$ cat src/ooo_hazard_pkg.sv
`default_nettype none

package ooo_hazard_pkg;

  // pc, address and csr data
  typedef logic [31:0] word_t;

  // trap cause code
  typedef logic [3:0] cause_t;

  // configuration register select
  typedef logic [1:0] csr_addr_t;

  // busy countdown, wide enough for the divider
  typedef logic [3:0] lat_t;

  // class of the dispatched instruction
  typedef enum logic [2:0] {
    NONE_S      = 3'd0,
    ARITH_S     = 3'd1,
    MUL_S       = 3'd2,
    DIV_S       = 3'd3,
    LOADSTORE_S = 3'd4
  } fu_type_t;

  // cause codes, lower code wins except env call
  localparam cause_t CAUSE_MAL_INSN   = 4'd0;
  localparam cause_t CAUSE_FAULT_INSN = 4'd1;
  localparam cause_t CAUSE_ILLEGAL    = 4'd2;
  localparam cause_t CAUSE_BREAKPOINT = 4'd3;
  localparam cause_t CAUSE_MAL_L      = 4'd4;
  localparam cause_t CAUSE_FAULT_L    = 4'd5;
  localparam cause_t CAUSE_MAL_S      = 4'd6;
  localparam cause_t CAUSE_FAULT_S    = 4'd7;
  localparam cause_t CAUSE_ENV_M      = 4'd11;
  localparam cause_t CAUSE_INTR       = 4'd15;

  // configuration addresses
  localparam csr_addr_t CSR_MTVEC = 2'd0;
  localparam csr_addr_t CSR_MIE   = 2'd1;

  // unit busy lengths in cycles
  localparam lat_t ARITH_LATENCY = 4'd1;
  localparam lat_t MUL_LATENCY   = 4'd3;
  localparam lat_t DIV_LATENCY   = 4'd8;

  // fetch starts here out of reset
  localparam word_t RESET_PC = 32'h0000_0000;

endpackage

`default_nettype wire

$ cat src/fetch_pc_ctrl.sv
`default_nettype none

module fetch_pc_ctrl import ooo_hazard_pkg::*; (
  input  logic  clk,
  input  logic  rst,
  input  logic  pc_en,
  input  logic  npc_sel,
  input  logic  insert_pc,
  input  word_t branch_target,
  input  word_t priv_pc,
  output word_t pc
);

  word_t pc_next;

  // trap insert beats branch, branch beats advance
  always_comb begin
    if (insert_pc) begin
      pc_next = priv_pc;
    end else if (npc_sel) begin
      pc_next = branch_target;
    end else if (pc_en) begin
      pc_next = pc + 32'd4;
    end else begin
      // stalled
      pc_next = pc;
    end
  end

  always_ff @(posedge clk) begin
    if (rst) begin
      pc <= RESET_PC;
    end else begin
      pc <= pc_next;
    end
  end

  // targets from hazard and trap logic stay aligned
  a_pc_aligned: assert property (@(posedge clk) disable iff (rst)
    pc[1:0] == 2'b00)
    else $error("misaligned pc %h", pc);

endmodule

`default_nettype wire

$ cat src/fu_busy_tracker.sv
`default_nettype none

module fu_busy_tracker import ooo_hazard_pkg::*; (
  input  logic     clk,
  input  logic     rst,
  input  logic     dispatch_valid,
  input  fu_type_t dispatch_fu,
  input  logic     dmem_done,
  output logic     busy_au,
  output logic     busy_mul,
  output logic     busy_div,
  output logic     busy_ls
);

  lat_t au_cnt;
  lat_t mul_cnt;
  lat_t div_cnt;
  logic ls_pend;
  logic go_au;
  logic go_mul;
  logic go_div;
  logic go_ls;

  // reload on dispatch, else drain to zero
  function automatic lat_t next_cnt(input logic load, input lat_t lat, input lat_t cnt);
    if (load) begin
      return lat;
    end
    return (cnt == '0) ? cnt : cnt - lat_t'(1);
  endfunction

  // per-class dispatch strobes
  assign go_au  = dispatch_valid && (dispatch_fu == ARITH_S);
  assign go_mul = dispatch_valid && (dispatch_fu == MUL_S);
  assign go_div = dispatch_valid && (dispatch_fu == DIV_S);
  assign go_ls  = dispatch_valid && (dispatch_fu == LOADSTORE_S);

  always_ff @(posedge clk) begin
    if (rst) begin
      au_cnt  <= '0;
      mul_cnt <= '0;
      div_cnt <= '0;
      ls_pend <= 1'b0;
    end else begin
      au_cnt  <= next_cnt(go_au, ARITH_LATENCY, au_cnt);
      mul_cnt <= next_cnt(go_mul, MUL_LATENCY, mul_cnt);
      div_cnt <= next_cnt(go_div, DIV_LATENCY, div_cnt);
      // load/store waits on the memory handshake
      if (go_ls) begin
        ls_pend <= 1'b1;
      end else if (dmem_done) begin
        ls_pend <= 1'b0;
      end
    end
  end

  assign busy_au  = (au_cnt != '0);
  assign busy_mul = (mul_cnt != '0);
  assign busy_div = (div_cnt != '0);
  assign busy_ls  = ls_pend;

  // dispatch must wait for its stall to drop
  a_no_dispatch_busy: assert property (@(posedge clk) disable iff (rst)
    !((go_au && busy_au) || (go_mul && busy_mul) || (go_div && busy_div) || (go_ls && busy_ls)))
    else $error("dispatch to busy unit %0d", dispatch_fu);

endmodule

`default_nettype wire

$ cat src/ooo_hazard_top.sv
`default_nettype none

module ooo_hazard_top import ooo_hazard_pkg::*; (
  input  logic      clk,
  input  logic      rst,
  input  logic      dispatch_valid,
  input  fu_type_t  dispatch_fu,
  input  logic      dmem_done,
  input  logic      rob_full,
  input  logic      data_hazard,
  input  logic      ifence,
  input  logic      iflushed,
  input  logic      dflushed,
  input  logic      imem_busy,
  input  logic      jump,
  input  logic      branch,
  input  logic      mispredict,
  input  word_t     branch_target,
  input  logic      fault_insn,
  input  logic      mal_insn,
  input  logic      illegal_insn,
  input  logic      breakpoint,
  input  logic      env_m,
  input  logic      fault_l,
  input  logic      mal_l,
  input  logic      fault_s,
  input  logic      mal_s,
  input  logic      ret,
  input  word_t     commit_pc,
  input  word_t     badaddr_i,
  input  word_t     badaddr_d,
  input  logic      ext_intr,
  input  logic      cfg_we,
  input  csr_addr_t cfg_addr,
  input  word_t     cfg_wdata,
  output word_t     pc,
  output logic      stall_au,
  output logic      stall_mu,
  output logic      stall_du,
  output logic      stall_ls,
  output logic      fetch_decode_stall,
  output logic      if_id_flush,
  output logic      id_ex_flush,
  output logic      ifence_flush,
  output logic      insert_pc,
  output word_t     mepc,
  output cause_t    mcause,
  output word_t     mbadaddr
);

  // unit busy flags
  logic   busy_au;
  logic   busy_mul;
  logic   busy_div;
  logic   busy_ls;
  // fetch steering
  logic   pc_en;
  logic   npc_sel;
  word_t  priv_pc;
  // trap handoff
  logic   exc_valid;
  cause_t exc_cause;
  word_t  exc_badaddr;
  logic   intr_req;
  logic   intr_taken;

  fu_busy_tracker u_busy (
    .clk            (clk),
    .rst            (rst),
    .dispatch_valid (dispatch_valid),
    .dispatch_fu    (dispatch_fu),
    .dmem_done      (dmem_done),
    .busy_au        (busy_au),
    .busy_mul       (busy_mul),
    .busy_div       (busy_div),
    .busy_ls        (busy_ls)
  );

  ooo_hazard_unit u_hazard (
    .dispatch_fu        (dispatch_fu),
    .busy_au            (busy_au),
    .busy_mul           (busy_mul),
    .busy_div           (busy_div),
    .busy_ls            (busy_ls),
    .rob_full           (rob_full),
    .data_hazard        (data_hazard),
    .ifence             (ifence),
    .iflushed           (iflushed),
    .dflushed           (dflushed),
    .imem_busy          (imem_busy),
    .jump               (jump),
    .branch             (branch),
    .mispredict         (mispredict),
    .fault_insn         (fault_insn),
    .mal_insn           (mal_insn),
    .illegal_insn       (illegal_insn),
    .breakpoint         (breakpoint),
    .env_m              (env_m),
    .fault_l            (fault_l),
    .mal_l              (mal_l),
    .fault_s            (fault_s),
    .mal_s              (mal_s),
    .ret                (ret),
    .badaddr_i          (badaddr_i),
    .badaddr_d          (badaddr_d),
    .ext_intr           (ext_intr),
    .intr_taken         (intr_taken),
    .stall_au           (stall_au),
    .stall_mu           (stall_mu),
    .stall_du           (stall_du),
    .stall_ls           (stall_ls),
    .fetch_decode_stall (fetch_decode_stall),
    .pc_en              (pc_en),
    .npc_sel            (npc_sel),
    .if_id_flush        (if_id_flush),
    .id_ex_flush        (id_ex_flush),
    .ifence_flush       (ifence_flush),
    .exc_valid          (exc_valid),
    .exc_cause          (exc_cause),
    .exc_badaddr        (exc_badaddr),
    .intr_req           (intr_req)
  );

  // trap state beside the logic it steers
  prv_exception_ctrl u_prv (
    .clk         (clk),
    .rst         (rst),
    .cfg_we      (cfg_we),
    .cfg_addr    (cfg_addr),
    .cfg_wdata   (cfg_wdata),
    .exc_valid   (exc_valid),
    .intr_req    (intr_req),
    .ret         (ret),
    .exc_cause   (exc_cause),
    .exc_badaddr (exc_badaddr),
    .commit_pc   (commit_pc),
    .insert_pc   (insert_pc),
    .intr_taken  (intr_taken),
    .priv_pc     (priv_pc),
    .mepc        (mepc),
    .mbadaddr    (mbadaddr),
    .mcause      (mcause)
  );

  fetch_pc_ctrl u_fetch (
    .clk           (clk),
    .rst           (rst),
    .pc_en         (pc_en),
    .npc_sel       (npc_sel),
    .insert_pc     (insert_pc),
    .branch_target (branch_target),
    .priv_pc       (priv_pc),
    .pc            (pc)
  );

endmodule

`default_nettype wire

$ cat src/ooo_hazard_unit.sv
`default_nettype none

module ooo_hazard_unit import ooo_hazard_pkg::*; (
  input  fu_type_t dispatch_fu,
  input  logic     busy_au,
  input  logic     busy_mul,
  input  logic     busy_div,
  input  logic     busy_ls,
  input  logic     rob_full,
  input  logic     data_hazard,
  input  logic     ifence,
  input  logic     iflushed,
  input  logic     dflushed,
  input  logic     imem_busy,
  input  logic     jump,
  input  logic     branch,
  input  logic     mispredict,
  input  logic     fault_insn,
  input  logic     mal_insn,
  input  logic     illegal_insn,
  input  logic     breakpoint,
  input  logic     env_m,
  input  logic     fault_l,
  input  logic     mal_l,
  input  logic     fault_s,
  input  logic     mal_s,
  input  logic     ret,
  input  word_t    badaddr_i,
  input  word_t    badaddr_d,
  input  logic     ext_intr,
  input  logic     intr_taken,
  output logic     stall_au,
  output logic     stall_mu,
  output logic     stall_du,
  output logic     stall_ls,
  output logic     fetch_decode_stall,
  output logic     pc_en,
  output logic     npc_sel,
  output logic     if_id_flush,
  output logic     id_ex_flush,
  output logic     ifence_flush,
  output logic     exc_valid,
  output cause_t   exc_cause,
  output word_t    exc_badaddr,
  output logic     intr_req
);

  logic structural;
  logic branch_jump;
  logic trap_flow;

  // structural hazard, dispatched class hits a busy unit
  assign stall_au   = (dispatch_fu == ARITH_S) & busy_au;
  assign stall_mu   = (dispatch_fu == MUL_S) & busy_mul;
  assign stall_du   = (dispatch_fu == DIV_S) & busy_div;
  assign stall_ls   = (dispatch_fu == LOADSTORE_S) & busy_ls;
  assign structural = stall_au | stall_mu | stall_du | stall_ls;

  assign fetch_decode_stall = structural | rob_full | data_hazard | ifence;
  // hold fetch on imem wait or front-end stall
  assign pc_en = ~(imem_busy | fetch_decode_stall);

  // any commit-time fault
  assign exc_valid = fault_insn | mal_insn | illegal_insn | breakpoint | env_m |
                     fault_l | mal_l | fault_s | mal_s;
  // trap, return or interrupt owns the redirect
  assign trap_flow = exc_valid | ret | intr_taken;

  assign branch_jump = jump | (branch & mispredict);
  assign npc_sel     = branch_jump & ~trap_flow;

  // fence still draining caches
  assign ifence_flush = ifence & (~iflushed | ~dflushed);
  assign if_id_flush  = branch_jump | ifence_flush | trap_flow;
  assign id_ex_flush  = branch_jump | ifence_flush | trap_flow;

  // priority encode, env call ranks last
  always_comb begin
    if (mal_insn)          exc_cause = CAUSE_MAL_INSN;
    else if (fault_insn)   exc_cause = CAUSE_FAULT_INSN;
    else if (illegal_insn) exc_cause = CAUSE_ILLEGAL;
    else if (breakpoint)   exc_cause = CAUSE_BREAKPOINT;
    else if (mal_l)        exc_cause = CAUSE_MAL_L;
    else if (fault_l)      exc_cause = CAUSE_FAULT_L;
    else if (mal_s)        exc_cause = CAUSE_MAL_S;
    else if (fault_s)      exc_cause = CAUSE_FAULT_S;
    else                   exc_cause = CAUSE_ENV_M;
  end

  // fetch-side faults report the instruction address
  assign exc_badaddr = (mal_insn | fault_insn) ? badaddr_i : badaddr_d;

  // interrupt loses to a commit fault
  assign intr_req = ext_intr & ~exc_valid;

endmodule

`default_nettype wire

$ cat src/prv_exception_ctrl.sv
`default_nettype none

module prv_exception_ctrl import ooo_hazard_pkg::*; (
  input  logic      clk,
  input  logic      rst,
  input  logic      cfg_we,
  input  csr_addr_t cfg_addr,
  input  word_t     cfg_wdata,
  input  logic      exc_valid,
  input  logic      intr_req,
  input  logic      ret,
  input  cause_t    exc_cause,
  input  word_t     exc_badaddr,
  input  word_t     commit_pc,
  output logic      insert_pc,
  output logic      intr_taken,
  output word_t     priv_pc,
  output word_t     mepc,
  output word_t     mbadaddr,
  output cause_t    mcause
);

  word_t mtvec;
  logic  mie;
  logic  intr_ok;
  logic  trap;

  // interrupt only when enabled and no fault this cycle
  assign intr_ok = intr_req & mie & ~exc_valid;
  assign trap    = exc_valid | intr_ok;

  // configuration file, vector kept word aligned
  always_ff @(posedge clk) begin
    if (rst) begin
      mtvec <= '0;
      mie   <= 1'b0;
    end else if (cfg_we) begin
      case (cfg_addr)
        CSR_MTVEC: mtvec <= {cfg_wdata[31:2], 2'b00};
        CSR_MIE:   mie   <= cfg_wdata[0];
        default:   ;
      endcase
    end
  end

  // one-cycle insert toward fetch
  always_ff @(posedge clk) begin
    if (rst) begin
      insert_pc  <= 1'b0;
      intr_taken <= 1'b0;
    end else begin
      insert_pc  <= trap | ret;
      intr_taken <= intr_ok;
    end
  end

  // trap state and redirect target
  always_ff @(posedge clk) begin
    if (trap) begin
      mepc     <= commit_pc;
      mcause   <= exc_valid ? exc_cause : CAUSE_INTR;
      mbadaddr <= exc_valid ? exc_badaddr : '0;
      priv_pc  <= mtvec;
    end else if (ret) begin
      // return resumes at the saved pc
      priv_pc <= mepc;
    end
  end

  // a single commit event yields a single insert
  a_insert_pulse: assert property (@(posedge clk) disable iff (rst)
    insert_pc |=> !insert_pc)
    else $error("insert_pc held two cycles");

endmodule

`default_nettype wire

$ cat config.mk
export PLATFORM = sky130hd
export DESIGN_NAME = ooo_hazard_top
export DESIGN_NICKNAME = d
export VERILOG_FILES = /design/src/ooo_hazard_pkg.sv /design/src/fetch_pc_ctrl.sv /design/src/fu_busy_tracker.sv /design/src/ooo_hazard_top.sv /design/src/ooo_hazard_unit.sv /design/src/prv_exception_ctrl.sv
export SDC_FILE = /design/constraint.sdc
export NUM_CORES = 1
export LEC_CHECK = 0
export BUFFER_PORTS_ARGS = -buffer_cell sky130_fd_sc_hd__buf_2
export CAP_MARGIN = 5
export CORE_ASPECT_RATIO = 0.6
export CORE_MARGIN = 2
export CORE_UTILIZATION = 40
export CTS_CLUSTER_DIAMETER = 50
export DETAILED_ROUTE_END_ITERATION = 8
export PLACE_DENSITY = 0.64
export SETUP_SLACK_MARGIN = 0.2
export SLEW_MARGIN = 25
export SYNTH_ARGS = -nofsm -noshare
export SYNTH_HDL_FRONTEND = slang
export SYNTH_SLANG_ARGS = --single-unit
$ cat constraint.sdc
create_clock -name clk -period 8 [get_ports clk]
set_input_delay 1.6 -clock clk [delete_from_list [all_inputs] [get_ports clk]]
set_output_delay 1.6 -clock clk [all_outputs]
set_load 0.01 [all_outputs]
==> metrics.txt <==
TritonRoute pass-1 iters=5; Hold Crit Depth=2; buffer and inverter count on the worst path=3; vias in the first global route=6645; WL final=24700 microns; Die Wd=190 microns; Worst R2R Start=u_busy.div_cnt[0]$_SDFFE_PP0P_; drt via density=5.19; Worst Hold Class=reg2reg; Die ar.=between 0.02 and 0.025 sq mm; worst clock skew=0.0116 ns; clock-pin slew on the worst setup and hold paths=0.07 ns; Synth cell types=70; Synth Area per Inst=approximately 10 sq um; Post-CTS Setup Bufs=0; RSZ-0062 raised after global routing=false; Levels on crit path=6; layout cells sized above 1=33.3%; P_leak=4.46 nW; global placement routability congestion=0.837; global-route wire length before repair=37900 microns; CP Max Fanout=36; syn_nets=1011; nets@finish=around 1.3k; Final setup viols=0; CTS root buffer=clkbuf_16; GRT Overall Usage=a little under a quarter; Max IR drop VDD=0.111 mV; period utilisation layout=59.5%; Crit Reg-Reg Endpoint=u_fetch.pc[28]$_SDFFE_PP0P_; Worst Tran Pin Value=0.896 ns; Post-Synthesis Cell Area=around 0.0083 sq mm; critical path's slowest cell=or4_1; per-cell routed wire length=18.0 microns; Hold Path End=u_prv.mtvec[9]$_SDFFE_PP0P_; Seq/Total Area, Yosys=a little under three fifths; hold_sp=u_prv.mtvec[9]$_SDFFE_PP0P_; commonest non-fill, non-tap cell in the layout=buf_2; register bit total from synthesis=178; main flop type after synthesis=edfxtp_1; Sinks on Clock Net=178; area grow syn2layout=27.3%; initial antenna violation count=4; post-detail-place hpwl=17900 microns; total CTS buffers=17; Critical Path AT=between 3 and 4 ns; Via Count=7138; Crit. End Element=output pin; status=completed; Power Dens Cells=214 mW/mm^2; Rows=40; commonest non-fill, non-tap cells in the layout=297 x buf_2, 167 x nand2_1, 100 x edfxtp_1, 82 x a21oi_1, 78 x dfxtp_1; hold buffers post-CTS=0; critical-path cell list=buf_2 > or4_1 > nor3_4 > buf_4 > nand2_1 > buf_2; number of enable flip-flop cells after synthesis=100; Layout fillers=1893; Achievable Freq=210 MHz; Reg2Reg Depth=7; Core Footprint=0.0202 sq mm; H-tree Lvls=4; Yosys Warn Count=0; Synth async-reset ratio=0%; Tmin final=~4.8 ns; number of port buffers=297; initial drt markers=527; Ports=between 200 and 300; kind of critical path=in2out; Critical Path Start Type=input pin; fin. max-slew vios=0; Design Power=2.26 mW; Worst-Skew Late Latency=0.43 ns; Max Cap Viol=0; reg-to-reg setup timing slack=5.17 ns; Longest Clk Path Bufs=2; setup tns final=0 ns; Top cell by count, worst path=buf_2; Hold Fails Final Rpt=0; largest net degree at the start of global routing=64; Top delay family on crit path=simple AND/OR/NAND/NOR gates; CTS resizes=0; DRC viols=0; GR Overflow Total=0; slowest stage delay, CP=0.59 ns; Req. time, crit path=6.40 ns; Initial Util=41.1%; Mapped Cells=817; die height=roughly 120 microns; CTS tree=built; worst rel slew slack=40.2%; Post-DRT Antenna Nets=0
[through the flow]
step / hold WS, ns / utilization (%) / setup slack (ns) / cells / cell area [sq um]
after floorplan: 0.432 / - / 3.25 / 817 / 8290
after global placement: 0.438 / 49.3 / 3.25 / 1341 / 9940
after detailed placement: 0.442 / 49.3 / 3.22 / 1341 / 9950
after CTS: 0.452 / 52.3 / 3.22 / 1373 / 10500
after global routing: 0.470 / 52.3 / 3.13 / 1374 / 10500
final: 0.451 / 52.3 / 3.24 / 1376 / 10500
[Yosys cell counts (6+ instances only)]
library cell	number	area, sq um
nor2_1	38	143
nor4_1	11	68.8
a21o_1	6	45.0
mux2i_1	7	70.1
o211ai_1	9	67.6
nand3_1	13	65.1
and2_1	8	50.1
and3_1	11	68.8
nand2b_1	12	75.1
xnor2_1	7	61.3
nand2_1	167	627
or3_1	10	62.6
clkbuf_1	38	143
a211oi_1	11	82.6
nor3_1	14	70.1
buf_2	8	40.0
a21oi_1	82	410
a311oi_1	7	61.3
and4_1	8	70.1
o21ai_0	16	80.1
dfxtp_1	78	1560
nand4_1	16	100
inv_1	15	56.3
mux2_1	29	327
edfxtp_1	100	3000
[kinds of logic after synthesis]
family,count (synthesis),share of synthesized area (%)
and+or+nand+nor,337,20.0
DFF,178,55.1
AOI/OAI and AO/OA,175,13.9
buffers and inverters,72,3.93
muxes,39,5.19
xor gates and xnor gates,12,1.27
adders and majority gates,4,0.604
[report_power, final]
part / total (mW) / internal [mW] / switching (mW)
clock network: 0.845 / 0.448 / 0.397
registers: 1.07 / 1.03 / 0.0429
logic: 0.337 / 0.155 / 0.183
total: 2.26 / 1.63 / 0.622
[flip-flops by register name (all words and copies together), names as in the netlist, 4 cells and up]
signal,flops
u_fetch.pc,32
u_prv.mbadaddr,32
u_busy.au_cnt,4
u_prv.mcause,4
u_busy.mul_cnt,4
u_prv.mtvec,30
u_prv.priv_pc,32
u_busy.div_cnt,4
u_prv.mepc,32
[per-layer routing]
metal	global-route usage (%)	wire length, microns	vias to the layer above
li1	-	-	3527
met1	35.2	12400	3338
met2	30.7	10200	255
met3	5.45	1890	16
met4	6.10	179	2
met5	0	13	-
[worst register-to-register path, stage by stage (launching register included)]
cell	delay, ns
dfxtp_1	0.33
inv_1	0.06
ha_1	0.19
or3b_1	0.45
a311o_1	0.64
or2_1	0.50
o31a_1	0.34
o221a_1	0.21
[worst max path at each step]
stage | from | slack [ns] | endpoint
final | fault_l | 3.24 | id_ex_flush
after global routing | fault_l | 3.13 | id_ex_flush
after CTS | fault_l | 3.22 | id_ex_flush
after detailed placement | mal_insn | 3.22 | id_ex_flush
after global placement | fault_l | 3.25 | id_ex_flush
after floorplan | fault_l | 3.25 | if_id_flush
[layout make-up]
| type | count | area [sq um] | area share [%] |
|---|---|---|---|
| Antenna cell | 3 | 7.51 | 0.0712 |
| Clock buffer | 18 | 429 | 4.07 |
| Clock inverter | 14 | 164 | 1.55 |
| Inverter | 16 | 60.1 | 0.569 |
| Multi-Input combinational cell | 567 | 3420 | 32.4 |
| Sequential cell | 178 | 4560 | 43.3 |
| Tap cell | 273 | 342 | 3.24 |
| Timing Repair Buffer | 307 | 1560 | 14.8 |
Power figures use the tool's default switching activity.
